==> src/design/cmac_stat_pkg.sv <==
// statistics widths and vector types for the MAC counters
package cmac_stat_pkg;

    localparam int TOTAL_W = 32; // packet and byte totals
    localparam int ERR_W   = 16; // error event counts

    // per-cycle increment widths as reported by the MAC
    localparam int RX_BYTES_INC_W   = 7;
    localparam int TX_BYTES_INC_W   = 6;
    localparam int GOOD_BYTES_INC_W = 14;
    localparam int RX_PKTS_INC_W    = 3;
    localparam int TX_PKTS_INC_W    = 1; // at most one packet per cycle on tx
    localparam int LANE_ERR_W       = 3; // bad code / bad fcs flag groups

    typedef logic [TOTAL_W-1:0]          total_cnt_t;
    typedef logic [ERR_W-1:0]            err_cnt_t;

    typedef logic [RX_BYTES_INC_W-1:0]   rx_bytes_inc_t;
    typedef logic [TX_BYTES_INC_W-1:0]   tx_bytes_inc_t;
    typedef logic [GOOD_BYTES_INC_W-1:0] good_bytes_inc_t;
    typedef logic [RX_PKTS_INC_W-1:0]    rx_pkts_inc_t;

    typedef logic [LANE_ERR_W-1:0]       lane_err_t;

endpackage

==> src/design/cmac_ctrl_pkg.sv <==
// link bring-up state encoding and control-side widths
package cmac_ctrl_pkg;

    // state register width, four states fit in two bits
    localparam int LINK_STATE_W = 2;

    // bring-up sequence of the merged rx/tx state machine
    //   link_idle          controls cleared, waits for reset_done
    //   link_gt_locked     one cycle, raises rx enable and fault signalling
    //   link_wait_aligned  holds until the registered alignment is high
    //   link_up            tx enabled, fault signalling dropped
    typedef enum logic [LINK_STATE_W-1:0] {
        link_idle         = 2'd0,
        link_gt_locked    = 2'd1,
        link_wait_aligned = 2'd2,
        link_up           = 2'd3
    } link_state_t;

endpackage
==> src/design/cmac_link_ctrl.sv <==
// top level with the bring-up state machine, rx/tx traffic totals and error counters
`timescale 1ns/10ps

module cmac_link_ctrl (
    input  logic                                gt_txusrclk2,
    input  logic                                usr_rx_reset_w,
    input  logic                                stat_rx_aligned,
    // rx per-cycle statistics
    input  logic                                rx_good_pkts_inc,
    input  cmac_stat_pkg::rx_pkts_inc_t         rx_total_pkts_inc,
    input  cmac_stat_pkg::good_bytes_inc_t      rx_good_bytes_inc,
    input  cmac_stat_pkg::rx_bytes_inc_t        rx_total_bytes_inc,
    // tx per-cycle statistics
    input  logic                                tx_good_pkts_inc,
    input  logic [cmac_stat_pkg::TX_PKTS_INC_W-1:0] tx_total_pkts_inc,
    input  cmac_stat_pkg::good_bytes_inc_t      tx_good_bytes_inc,
    input  cmac_stat_pkg::tx_bytes_inc_t        tx_total_bytes_inc,
    // error flags
    input  logic                                rx_aligned_err,
    input  cmac_stat_pkg::lane_err_t            rx_bad_code,
    input  cmac_stat_pkg::lane_err_t            rx_bad_fcs,
    input  logic                                rx_bad_preamble,
    input  logic                                rx_bad_sfd,
    input  logic                                tx_ovf,
    input  logic                                tx_unf,
    // MAC control levels
    output logic                                ctl_rx_enable,
    output logic                                ctl_tx_enable,
    output logic                                tx_send_fault,
    // traffic totals
    output cmac_stat_pkg::total_cnt_t           rx_good_pkts,
    output cmac_stat_pkg::total_cnt_t           rx_total_pkts,
    output cmac_stat_pkg::total_cnt_t           rx_good_bytes,
    output cmac_stat_pkg::total_cnt_t           rx_total_bytes,
    output cmac_stat_pkg::total_cnt_t           tx_good_pkts,
    output cmac_stat_pkg::total_cnt_t           tx_total_pkts,
    output cmac_stat_pkg::total_cnt_t           tx_good_bytes,
    output cmac_stat_pkg::total_cnt_t           tx_total_bytes,
    // error event counts
    output cmac_stat_pkg::err_cnt_t             align_errs,
    output cmac_stat_pkg::err_cnt_t             code_errs,
    output cmac_stat_pkg::err_cnt_t             fcs_errs,
    output cmac_stat_pkg::err_cnt_t             preamble_errs,
    output cmac_stat_pkg::err_cnt_t             sfd_errs,
    output cmac_stat_pkg::err_cnt_t             overflow_cnt,
    output cmac_stat_pkg::err_cnt_t             underflow_cnt
);

    link_bringup_fsm u_link_fsm (
        .gt_txusrclk2    (gt_txusrclk2),
        .usr_rx_reset_w  (usr_rx_reset_w),
        .stat_rx_aligned (stat_rx_aligned),
        .ctl_rx_enable   (ctl_rx_enable),
        .ctl_tx_enable   (ctl_tx_enable),
        .tx_send_fault   (tx_send_fault)
    );

    traffic_stat_accum #(
        .COUNT_W    (cmac_stat_pkg::TOTAL_W),
        .PKT_INC_W  (cmac_stat_pkg::RX_PKTS_INC_W),
        .BYTE_INC_W (cmac_stat_pkg::RX_BYTES_INC_W)
    ) u_rx_stat (
        .gt_txusrclk2    (gt_txusrclk2),
        .usr_rx_reset_w  (usr_rx_reset_w),
        .good_pkts_inc   (rx_good_pkts_inc),
        .total_pkts_inc  (rx_total_pkts_inc),
        .good_bytes_inc  (rx_good_bytes_inc),
        .total_bytes_inc (rx_total_bytes_inc),
        .good_pkts       (rx_good_pkts),
        .total_pkts      (rx_total_pkts),
        .good_bytes      (rx_good_bytes),
        .total_bytes     (rx_total_bytes)
    );

    traffic_stat_accum #(
        .COUNT_W    (cmac_stat_pkg::TOTAL_W),
        .PKT_INC_W  (cmac_stat_pkg::TX_PKTS_INC_W),
        .BYTE_INC_W (cmac_stat_pkg::TX_BYTES_INC_W)
    ) u_tx_stat (
        .gt_txusrclk2    (gt_txusrclk2),
        .usr_rx_reset_w  (usr_rx_reset_w),
        .good_pkts_inc   (tx_good_pkts_inc),
        .total_pkts_inc  (tx_total_pkts_inc),
        .good_bytes_inc  (tx_good_bytes_inc),
        .total_bytes_inc (tx_total_bytes_inc),
        .good_pkts       (tx_good_pkts),
        .total_pkts      (tx_total_pkts),
        .good_bytes      (tx_good_bytes),
        .total_bytes     (tx_total_bytes)
    );

    error_event_counter #(
        .COUNT_W (cmac_stat_pkg::ERR_W)
    ) u_err_cnt (
        .gt_txusrclk2    (gt_txusrclk2),
        .usr_rx_reset_w  (usr_rx_reset_w),
        .rx_aligned_err  (rx_aligned_err),
        .rx_bad_code     (rx_bad_code),
        .rx_bad_fcs      (rx_bad_fcs),
        .rx_bad_preamble (rx_bad_preamble),
        .rx_bad_sfd      (rx_bad_sfd),
        .tx_ovf          (tx_ovf),
        .tx_unf          (tx_unf),
        .align_errs      (align_errs),
        .code_errs       (code_errs),
        .fcs_errs        (fcs_errs),
        .preamble_errs   (preamble_errs),
        .sfd_errs        (sfd_errs),
        .overflow_cnt    (overflow_cnt),
        .underflow_cnt   (underflow_cnt)
    );

endmodule

==> src/design/error_event_counter.sv <==
// per-group error and tx FIFO fault cycle counters
`timescale 1ns/10ps

module error_event_counter #(
    parameter int COUNT_W = 16
) (
    input  logic                     gt_txusrclk2,
    input  logic                     usr_rx_reset_w,
    input  logic                     rx_aligned_err,
    input  cmac_stat_pkg::lane_err_t rx_bad_code,
    input  cmac_stat_pkg::lane_err_t rx_bad_fcs,
    input  logic                     rx_bad_preamble,
    input  logic                     rx_bad_sfd,
    input  logic                     tx_ovf,
    input  logic                     tx_unf,
    output logic [COUNT_W-1:0]       align_errs,
    output logic [COUNT_W-1:0]       code_errs,
    output logic [COUNT_W-1:0]       fcs_errs,
    output logic [COUNT_W-1:0]       preamble_errs,
    output logic [COUNT_W-1:0]       sfd_errs,
    output logic [COUNT_W-1:0]       overflow_cnt,
    output logic [COUNT_W-1:0]       underflow_cnt
);

    localparam int N_EVT = 7;

    logic [N_EVT-1:0]   evt;         // one bit per flag group
    logic [COUNT_W-1:0] cnt [N_EVT];

    // lane groups reduce to one event, several lanes in a cycle count once
    assign evt = {tx_unf, tx_ovf, rx_bad_sfd, rx_bad_preamble,
                  |rx_bad_fcs, |rx_bad_code, rx_aligned_err};

    always_ff @(posedge gt_txusrclk2) begin
        if (usr_rx_reset_w) begin
            for (int i = 0; i < N_EVT; i++) begin
                cnt[i] <= '0;
            end
        end else begin
            for (int i = 0; i < N_EVT; i++) begin
                if (evt[i]) begin
                    cnt[i] <= cnt[i] + COUNT_W'(1); // wraps
                end
            end
        end
    end

    assign align_errs    = cnt[0];
    assign code_errs     = cnt[1];
    assign fcs_errs      = cnt[2];
    assign preamble_errs = cnt[3];
    assign sfd_errs      = cnt[4];
    assign overflow_cnt  = cnt[5];
    assign underflow_cnt = cnt[6];

endmodule

==> src/design/traffic_stat_accum.sv <==
// running packet and byte totals from per-cycle MAC statistics
`timescale 1ns/10ps

module traffic_stat_accum #(
    parameter int COUNT_W    = 32,
    parameter int PKT_INC_W  = 3,
    parameter int BYTE_INC_W = 7
) (
    input  logic                           gt_txusrclk2,
    input  logic                           usr_rx_reset_w,
    input  logic                           good_pkts_inc,
    input  logic [PKT_INC_W-1:0]           total_pkts_inc,
    input  cmac_stat_pkg::good_bytes_inc_t good_bytes_inc,
    input  logic [BYTE_INC_W-1:0]          total_bytes_inc,
    output logic [COUNT_W-1:0]             good_pkts,
    output logic [COUNT_W-1:0]             total_pkts,
    output logic [COUNT_W-1:0]             good_bytes,
    output logic [COUNT_W-1:0]             total_bytes
);

    // totals wrap at COUNT_W, increments are zero-extended
    always_ff @(posedge gt_txusrclk2) begin
        if (usr_rx_reset_w) begin
            good_pkts   <= '0;
            total_pkts  <= '0;
            good_bytes  <= '0;
            total_bytes <= '0;
        end else begin
            good_pkts   <= good_pkts + COUNT_W'(good_pkts_inc);
            total_pkts  <= total_pkts + COUNT_W'(total_pkts_inc);
            good_bytes  <= good_bytes + COUNT_W'(good_bytes_inc);
            total_bytes <= total_bytes + COUNT_W'(total_bytes_inc);
        end
    end

endmodule

==> src/design/link_bringup_fsm.sv <==
// alignment-driven link bring-up state machine for the rx/tx control levels
`timescale 1ns/10ps

module link_bringup_fsm (
    input  logic gt_txusrclk2,
    input  logic usr_rx_reset_w,
    input  logic stat_rx_aligned,
    output logic ctl_rx_enable,
    output logic ctl_tx_enable,
    output logic tx_send_fault
);

    logic                      reset_done; // first clean edge after reset
    logic                      aligned_d;  // registered alignment status
    cmac_ctrl_pkg::link_state_t link_state;

    always_ff @(posedge gt_txusrclk2) begin
        if (usr_rx_reset_w) begin
            link_state    <= cmac_ctrl_pkg::link_idle;
            reset_done    <= 1'b0;
            aligned_d     <= 1'b0;
            ctl_rx_enable <= 1'b0;
            ctl_tx_enable <= 1'b0;
            tx_send_fault <= 1'b0;
        end else begin
            reset_done <= 1'b1;
            aligned_d  <= stat_rx_aligned;

            case (link_state)
                cmac_ctrl_pkg::link_idle: begin
                    ctl_rx_enable <= 1'b0;
                    ctl_tx_enable <= 1'b0;
                    tx_send_fault <= 1'b0;
                    if (reset_done) begin
                        link_state <= cmac_ctrl_pkg::link_gt_locked;
                    end
                end

                cmac_ctrl_pkg::link_gt_locked: begin
                    ctl_rx_enable <= 1'b1;
                    ctl_tx_enable <= 1'b0;
                    tx_send_fault <= 1'b1; // local and remote fault to the peer
                    link_state    <= cmac_ctrl_pkg::link_wait_aligned;
                end

                cmac_ctrl_pkg::link_wait_aligned: begin
                    if (aligned_d) begin
                        link_state <= cmac_ctrl_pkg::link_up;
                    end
                end

                cmac_ctrl_pkg::link_up: begin
                    // refreshed every cycle while the link holds
                    ctl_tx_enable <= 1'b1;
                    tx_send_fault <= 1'b0;
                    if (!aligned_d) begin
                        link_state <= cmac_ctrl_pkg::link_idle; // restart bring-up
                    end
                end

                default: begin
                    link_state <= cmac_ctrl_pkg::link_idle;
                end
            endcase
        end
    end

endmodule

==> config.mk <==
export PLATFORM = sky130hd
export DESIGN_NAME = cmac_link_ctrl
export DESIGN_NICKNAME = d
export VERILOG_FILES = /design/src/design/cmac_stat_pkg.sv /design/src/design/cmac_ctrl_pkg.sv /design/src/design/cmac_link_ctrl.sv /design/src/design/error_event_counter.sv /design/src/design/traffic_stat_accum.sv /design/src/design/link_bringup_fsm.sv
export SDC_FILE = /design/constraint.sdc
export NUM_CORES = 1
export LEC_CHECK = 0
export ABC_AREA = 0
export ABC_CLOCK_PERIOD_IN_PS = 3300
export BUFFER_PORTS_ARGS = -buffer_cell sky130_fd_sc_hd__buf_2
export CAP_MARGIN = 20
export CORE_MARGIN = 4
export CORE_UTILIZATION = 35
export CTS_CLUSTER_DIAMETER = 120
export DETAILED_ROUTE_END_ITERATION = 6
export PLACE_DENSITY = 0.62
export REMOVE_ABC_BUFFERS = 1
export SYNTH_ARGS = -nofsm -noshare
export SYNTH_HDL_FRONTEND = slang
export SYNTH_SLANG_ARGS = --single-unit
==> constraint.sdc <==
create_clock -name gt_txusrclk2 -period 3.3 [get_ports gt_txusrclk2]
set_input_delay 0.33 -clock gt_txusrclk2 [delete_from_list [all_inputs] [get_ports gt_txusrclk2]]
set_output_delay 0.33 -clock gt_txusrclk2 [all_outputs]
set_load 0.05 [all_outputs]
-- Word-level counts from Yosys, hierarchy flattened
Memory sizes are Yosys's and may differ from the RTL's.
Index checks and enable logic that the tools add are counted.
Widths: inputs -> output; s select.
- add/subtract/negate cells: 15
- multipliers: 0
- divide/modulo/power cells: 0
- magnitude comparators: 0
- eq/ne operators: 6
- shift-type cells: 0
- multiplexer cells: 38
- bitwise operators: 7
- reduce and logical (&&, ||, !) cells: 9
- operators by type and width (kind ; number):
    $add 16x1->16 const B ; 7
    $mux 16 ; 7
    $add 32x1->32 ; 3
    $add 32x14->32 ; 2
    $add 32x3->32 ; 1
    $add 32x6->32 ; 1
    $add 32x7->32 ; 1
    $mux 1 ; 24
    $pmux 2 s4 ; 1
    $or 1x1->1 ; 7
    $mux 2 ; 3
    $pmux 1 s2 ; 3
    $reduce_bool 2->1 ; 3
    $reduce_or 3->1 ; 2
    $eq 2x2->1 const B ; 2
    $ne 2x1->1 const B ; 2
    $reduce_or 2->1 ; 2
    $reduce_and 3->1 ; 1
    $eq 2x1->1 const B ; 1
    $logic_not 2->1 ; 1
    $ne 2x2->1 const B ; 1
- register bits: 263
- latch bits: 0
- bits in writable memories: 112
- memory bits (read-only): 0
- input port bits: 61
- logic and storage cells: 90
- memories: 1
- memory list (name ; depth ; width ; rd ports ; clocked after Yosys merged registers in ; write ports ; RTL line ; RTL):
    u_err_cnt.cnt ; 7 ; 16 ; 7 ; 0 ; 7 ; error_event_counter.sv:28 ; logic [COUNT_W-1:0] cnt [N_EVT];

-- Logic depth before layout (Yosys ltp)
- depth after elaboration: 5
- depth in mapped cells: 10
- gate-level depth less buffers: 8

-- Cells and area by module
Synthesis repeated with hierarchy kept, for this count alone.
- cells, all modules: 2039
- area total of the unflattened synthesis: 18702.9 um2
- modules (own cells, without submodules) (module ; times used ; cells an instance ; area each (um2) ; sequential area each (um2)):
    traffic_stat_accum (u_rx_stat) ; 1 ; 731 ; 6289.8 ; 2562.5
    traffic_stat_accum (u_tx_stat) ; 1 ; 723 ; 6206.0 ; 2562.5
    error_event_counter ; 1 ; 555 ; 5883.1 ; 3363.2
    link_bringup_fsm ; 1 ; 30 ; 324.1 ; 140.1

-- Worst setup path before layout
No wires, ideal clock.
- path kind: register -> register
- start: reg u_tx_stat.good_bytes[11]
- end: reg u_tx_stat.good_bytes[31]
- setup time: 0.121 ns
- arrival: 2.590 ns
- path slack: 0.589 ns
- stages on the path, launching flop included: 9
- path buffers: 1
- clock period less this slack: 2.711 ns
- path through: dfxtp_1 > ha_1 > clkbuf_1 > nand2_1 > o21ai_1 > o21ai_0 > or4_1 > o21ai_0 > mux2_2
- word-level cells in the longest chain between the ends: 1
- RTL lines (what ; RTL line ; RTL):
    from (decl) ; traffic_stat_accum.sv:17 ; output logic [COUNT_W-1:0] good_bytes,
    from (signal assigned) ; traffic_stat_accum.sv:31 ; good_bytes <= good_bytes + COUNT_W'(good_bytes_inc);
    $add 32x14->32 ; traffic_stat_accum.sv:31 ;
Every way passes these cells.
A chain may end at the register's enable or synchronous reset.

-- Final worst setup path
Ends and elaborated chain as after synthesis.

==> summary.md <==
| Metric | Value |
|---|---|
| Status | `complete, no violations` |
| Post-synth EDFFs | `112` |
| Clk slew on worst S/H paths | `0.06 ns` |
| R2R Path End | `u_tx_stat.good_bytes[31]` |
| P per Cell Area | `619 nW/µm²` |
| Largest family of logic cells by synthesized area | `simple AND/OR/NAND/NOR gates` |
| Final slew viol count | `0` |
| Final setup TNS | `0 ns` |
| Slew headroom | `42.9%` |
| Initial Utilization | `35.7%` |
| Htree depth | `2` |
| Post-route cell area | `22800 µm²` |
| Reg2reg start | `u_tx_stat.good_bytes[11]` |
| Net Sw Power | `5.00 mW` |
| Hold wc startpoint | `tx_total_bytes_inc[0]` |
| Gr usage total | `17.0%` |
| Fin util | `44.0%` |
| Reg-to-reg slack, setup | `0.66 ns` |
| Die width | `238 µm` |
| Share of cells above drive strength 1 | `22.8%` |
| Data arrival, critical path | `3.09 ns` |
| Leak | `9.70 nW` |
| Global route total overflow | `0` |
| Distinct cell type count after synthesis | `69` |
| CP bufs+invs | `0` |
| Clock share of power | `34.4%` |
| Largest net degree at the start of global routing | `88` |
| Layout Cells excl Fill | `3137` |
| Max Clock Freq | `0.379 GHz` |
| # setup viols final | `0` |
| Crit path largest cell delay | `0.52 ns` |
| Total power | `14.1 mW` |
| Final ANT Viol Nets | `0` |
| Yosys warns | `0` |
| CTS tree | `done` |
| Core area | `51800 µm²` |
| Worst-path fanout max | `9` |
| Final Hold Vio Count | `0` |
| Clock buffer depth | `3` |
| Clk sink count | `375` |
| Crit path kind | `register to register` |
| Top_reg_cell synth | `dfxtp_1` |
| Flops & latches, synth | `375` |
| Dpl hpwl | `37.6 mm` |
| Post-Syn Area | `18500 µm²` |
| Hold depth | `3` |
| RSZ-0062 raised after global routing | `no` |
| Crit-path leading delay family | `compound AO/OA/AOI/OAI gates` |
| Post-synthesis compound-gate area fraction | `8.45%` |
| Hold EP | `u_tx_stat.total_bytes[0]` |
| Pint | `9.13 mW` |
| Global-route wire length before repair | `80.5 mm` |
| DP Cell Count | `3050` |
| Post-CTS setup buffers | `0` |
| Post-Syn Instances | `1999` |
| Layout Skew | `0.0237 ns` |
| Critical Path Slowest Stage Cell | `or4_1` |
| Placer Congestion | `0.867` |
| Mean Syn Cell Area | `9.25 µm²` |
| Synth Area in XOR/XNOR | `11.9%` |
| Tmin final | `2.64 ns` |
| Drc violations | `0` |
| Initial antenna violation count | `5` |
| Num CTS Buffers | `44` |
| Worst-path cell chain | `ha_1 > nand2_1 > o21ai_1 > o21ai_0 > or4_1 > o21ai_0 > mux2_2` |
| Vias in the first global route | `15100` |
| Clk root buf | `clkbuf_16` |
| Routed Wire Length | `50.9 mm` |
| Adder-cell share of the synthesized area | `4.74%` |
| MaxCap Viol Count | `0` |
| Req. time, crit path | `3.75 ns` |
| Vias | `15900` |
| Die Ht | `238 µm` |
| DR iter-0 viols | `654` |
| Clock Latency Late Sink | `0.57 ns` |
| Sw Ratio | `35.4%` |
| PortBufs | `431` |
| Site Rows | `83` |
| Final worst-path cycle share | `79.9%` |
| Worst Hold Class | `input port to register` |
| Die area | `56600 µm²` |
| Wire per inst | `16.2 µm` |
| Startpoint types | `register` |
| Async set-reset flop share out of synthesis | `0%` |
| Final #Nets | `2546` |
| Slew @ Worst Pin | `0.850 ns` |
| Initial DRT Pass Iterations | `5` |
| Reg power frac | `38.2%` |
| I/O pins | `432` |
| Simple-gate share of the synthesized area | `24.5%` |
| Worst IR Drop VDD | `0.450 mV` |
| Crit. End Element | `register` |
| Combinational power share | `27.4%` |
| Register area share after synthesis | `46.7%` |
| Mux cell area share after synthesis | `1.43%` |
| Vias per cell | `5.07` |
| Worst path most repeated cell | `o21ai_0` |
| Area delta synth->final | `23.4%` |
| Register-to-Register Path Depth | `7` |
| DP Area | `21300 µm²` |
## worst max-delay path by stage
stage / start / endpoint / slack (ns) / depth (start not counted)
finish: u_tx_stat.good_bytes[11] / u_tx_stat.good_bytes[31] / 0.66 / 7
global route: u_tx_stat.good_bytes[11] / u_tx_stat.good_bytes[31] / 0.35 / 7
CTS: u_tx_stat.total_bytes[0] / u_tx_stat.total_bytes[22] / 0.66 / 9
detailed placement: tx_total_bytes_inc[0] / u_tx_stat.total_bytes[22] / 0.53 / 10
global placement: tx_good_bytes_inc[11] / u_tx_stat.good_bytes[31] / 0.52 / 8
floorplan: u_tx_stat.total_bytes[0] / u_tx_stat.total_bytes[16] / 0.39 / 8
## power groups by stage
stage | Sequential, mW | Combinational [mW] | Clock [mW]
finish | 5.40 | 3.87 | 4.87
global route | 5.45 | 4.18 | 5.24
CTS | 5.40 | 3.88 | 5.05
detailed placement | 5.50 | 3.85 | 0
global placement | 5.48 | 3.81 | 0
floorplan | 6.59 | 1.71 | 0
## stage by stage
stage	hold WS [ns]	setup slack, ns
global route	0.0912	0.349
CTS	0.0486	0.656
finish	0.0970	0.664
detailed placement	0.478	0.531
floorplan	0.399	0.387
global placement	0.459	0.521
## sequential cells by signal, indices dropped and copies added (netlist names)
register                  flops
u_tx_stat.good_pkts          32
u_tx_stat.total_bytes        32
u_link_fsm.ctl_tx_enable      1
u_rx_stat.total_pkts         32
u_rx_stat.good_pkts          32
u_rx_stat.total_bytes        32
u_link_fsm.link_state         2
u_err_cnt.cnt               112
u_link_fsm.aligned_d          1
u_link_fsm.tx_send_fault      1
u_tx_stat.good_bytes         32
u_tx_stat.total_pkts         32
u_link_fsm.ctl_rx_enable      1
u_rx_stat.good_bytes         32
u_link_fsm.reset_done         1
## synth_stat cells (6+ instances only)
| master | count | area share (%) |
|---|---|---|
| nor2_1 | 331 | 6.7 |
| dfxtp_1 | 263 | 28 |
| xor2_1 | 169 | 8.0 |
| nand2_1 | 133 | 2.7 |
| nand3_1 | 114 | 3.1 |
| edfxtp_1 | 112 | 18 |
| a21oi_1 | 94 | 2.5 |
| xnor2_1 | 83 | 3.9 |
| o21ai_0 | 64 | 1.7 |
| clkbuf_1 | 63 | 1.3 |
| ha_1 | 62 | 4.2 |
| nand4_1 | 57 | 1.9 |
| and3_1 | 56 | 1.9 |
| or3_1 | 50 | 1.7 |
| nor2b_1 | 46 | 1.6 |
| inv_1 | 38 | 0.77 |
| nor3_1 | 25 | 0.68 |
| mux2_2 | 20 | 1.2 |
| o31ai_1 | 20 | 0.81 |
| a21o_1 | 19 | 0.77 |
| and4_1 | 19 | 0.90 |
| and2_1 | 16 | 0.54 |
| nor4_1 | 16 | 0.54 |
| or4_1 | 16 | 0.65 |
| or2_2 | 11 | 0.37 |
| buf_1 | 7 | 0.14 |
| a31oi_1 | 6 | 0.20 |
| nor3b_1 | 6 | 0.24 |
| o21a_1 | 6 | 0.24 |
| o21bai_1 | 6 | 0.24 |
## cells in the final DEF, fill, tap and decap left out, types with 13 or more instances in the layout
cell type / netlist / routed
or4_1: 16 / 16
nand3_1: 114 / 114
mux2_2: 20 / 20
o31ai_1: 20 / 19
or3_1: 50 / 50
dfxtp_1: 263 / 263
and2_1: 16 / 16
nor2b_1: 46 / 46
o21ai_0: 64 / 64
buf_2: 2 / 430
xor2_1: 169 / 169
nand4_1: 57 / 57
nor3_1: 25 / 25
a21oi_1: 94 / 94
nor4_1: 16 / 16
and3_1: 56 / 56
ha_1: 62 / 62
a21o_1: 19 / 19
buf_4: 0 / 13
and4_1: 19 / 19
nand2_1: 133 / 133
inv_1: 38 / 38
clkbuf_16: 0 / 45
nor2_1: 331 / 331
xnor2_1: 83 / 83
edfxtp_1: 112 / 112
## area by class of cell
cell class / instances / area (µm²)
antenna: 3 / 7.51
clock buffer: 63 / 1280
clock inverter: 19 / 174
fill: 5100 / 29000
inverter: 38 / 143
multi-input combinational: 1513 / 9440
sequential: 375 / 8630
tap: 680 / 851
timing repair buffer: 446 / 2290
## kinds of logic after synthesis
kind of cell,count (synthesis)
flops,375
xor+xnor,252
fa+ha+maj,67
buf+inv,111
mux,24
compound gates,255
simple gates,915
## repair_timing
item	CTS	global route
endpoints found under the setup margin	0	0
resized for setup	0	0
hold buffers	1	0
endpoints found under the hold margin	1	0
## worst register-to-register path, delay by kind of cell (launching register included)
family | cells | cell delay, ns
compound gates | 3 | 0.85
fa+ha+maj | 1 | 0.42
flops | 1 | 0.31
mux | 1 | 0.35
simple gates | 2 | 0.60
## layer usage
metal / global-route usage [%] / wire (µm)
met1: 21.8 / 21800
met2: 27.7 / 23900
met5: 0 / 0
met3: 4.67 / 3740
met4: 5.73 / 1480
(Power assumes the default switching activity.)
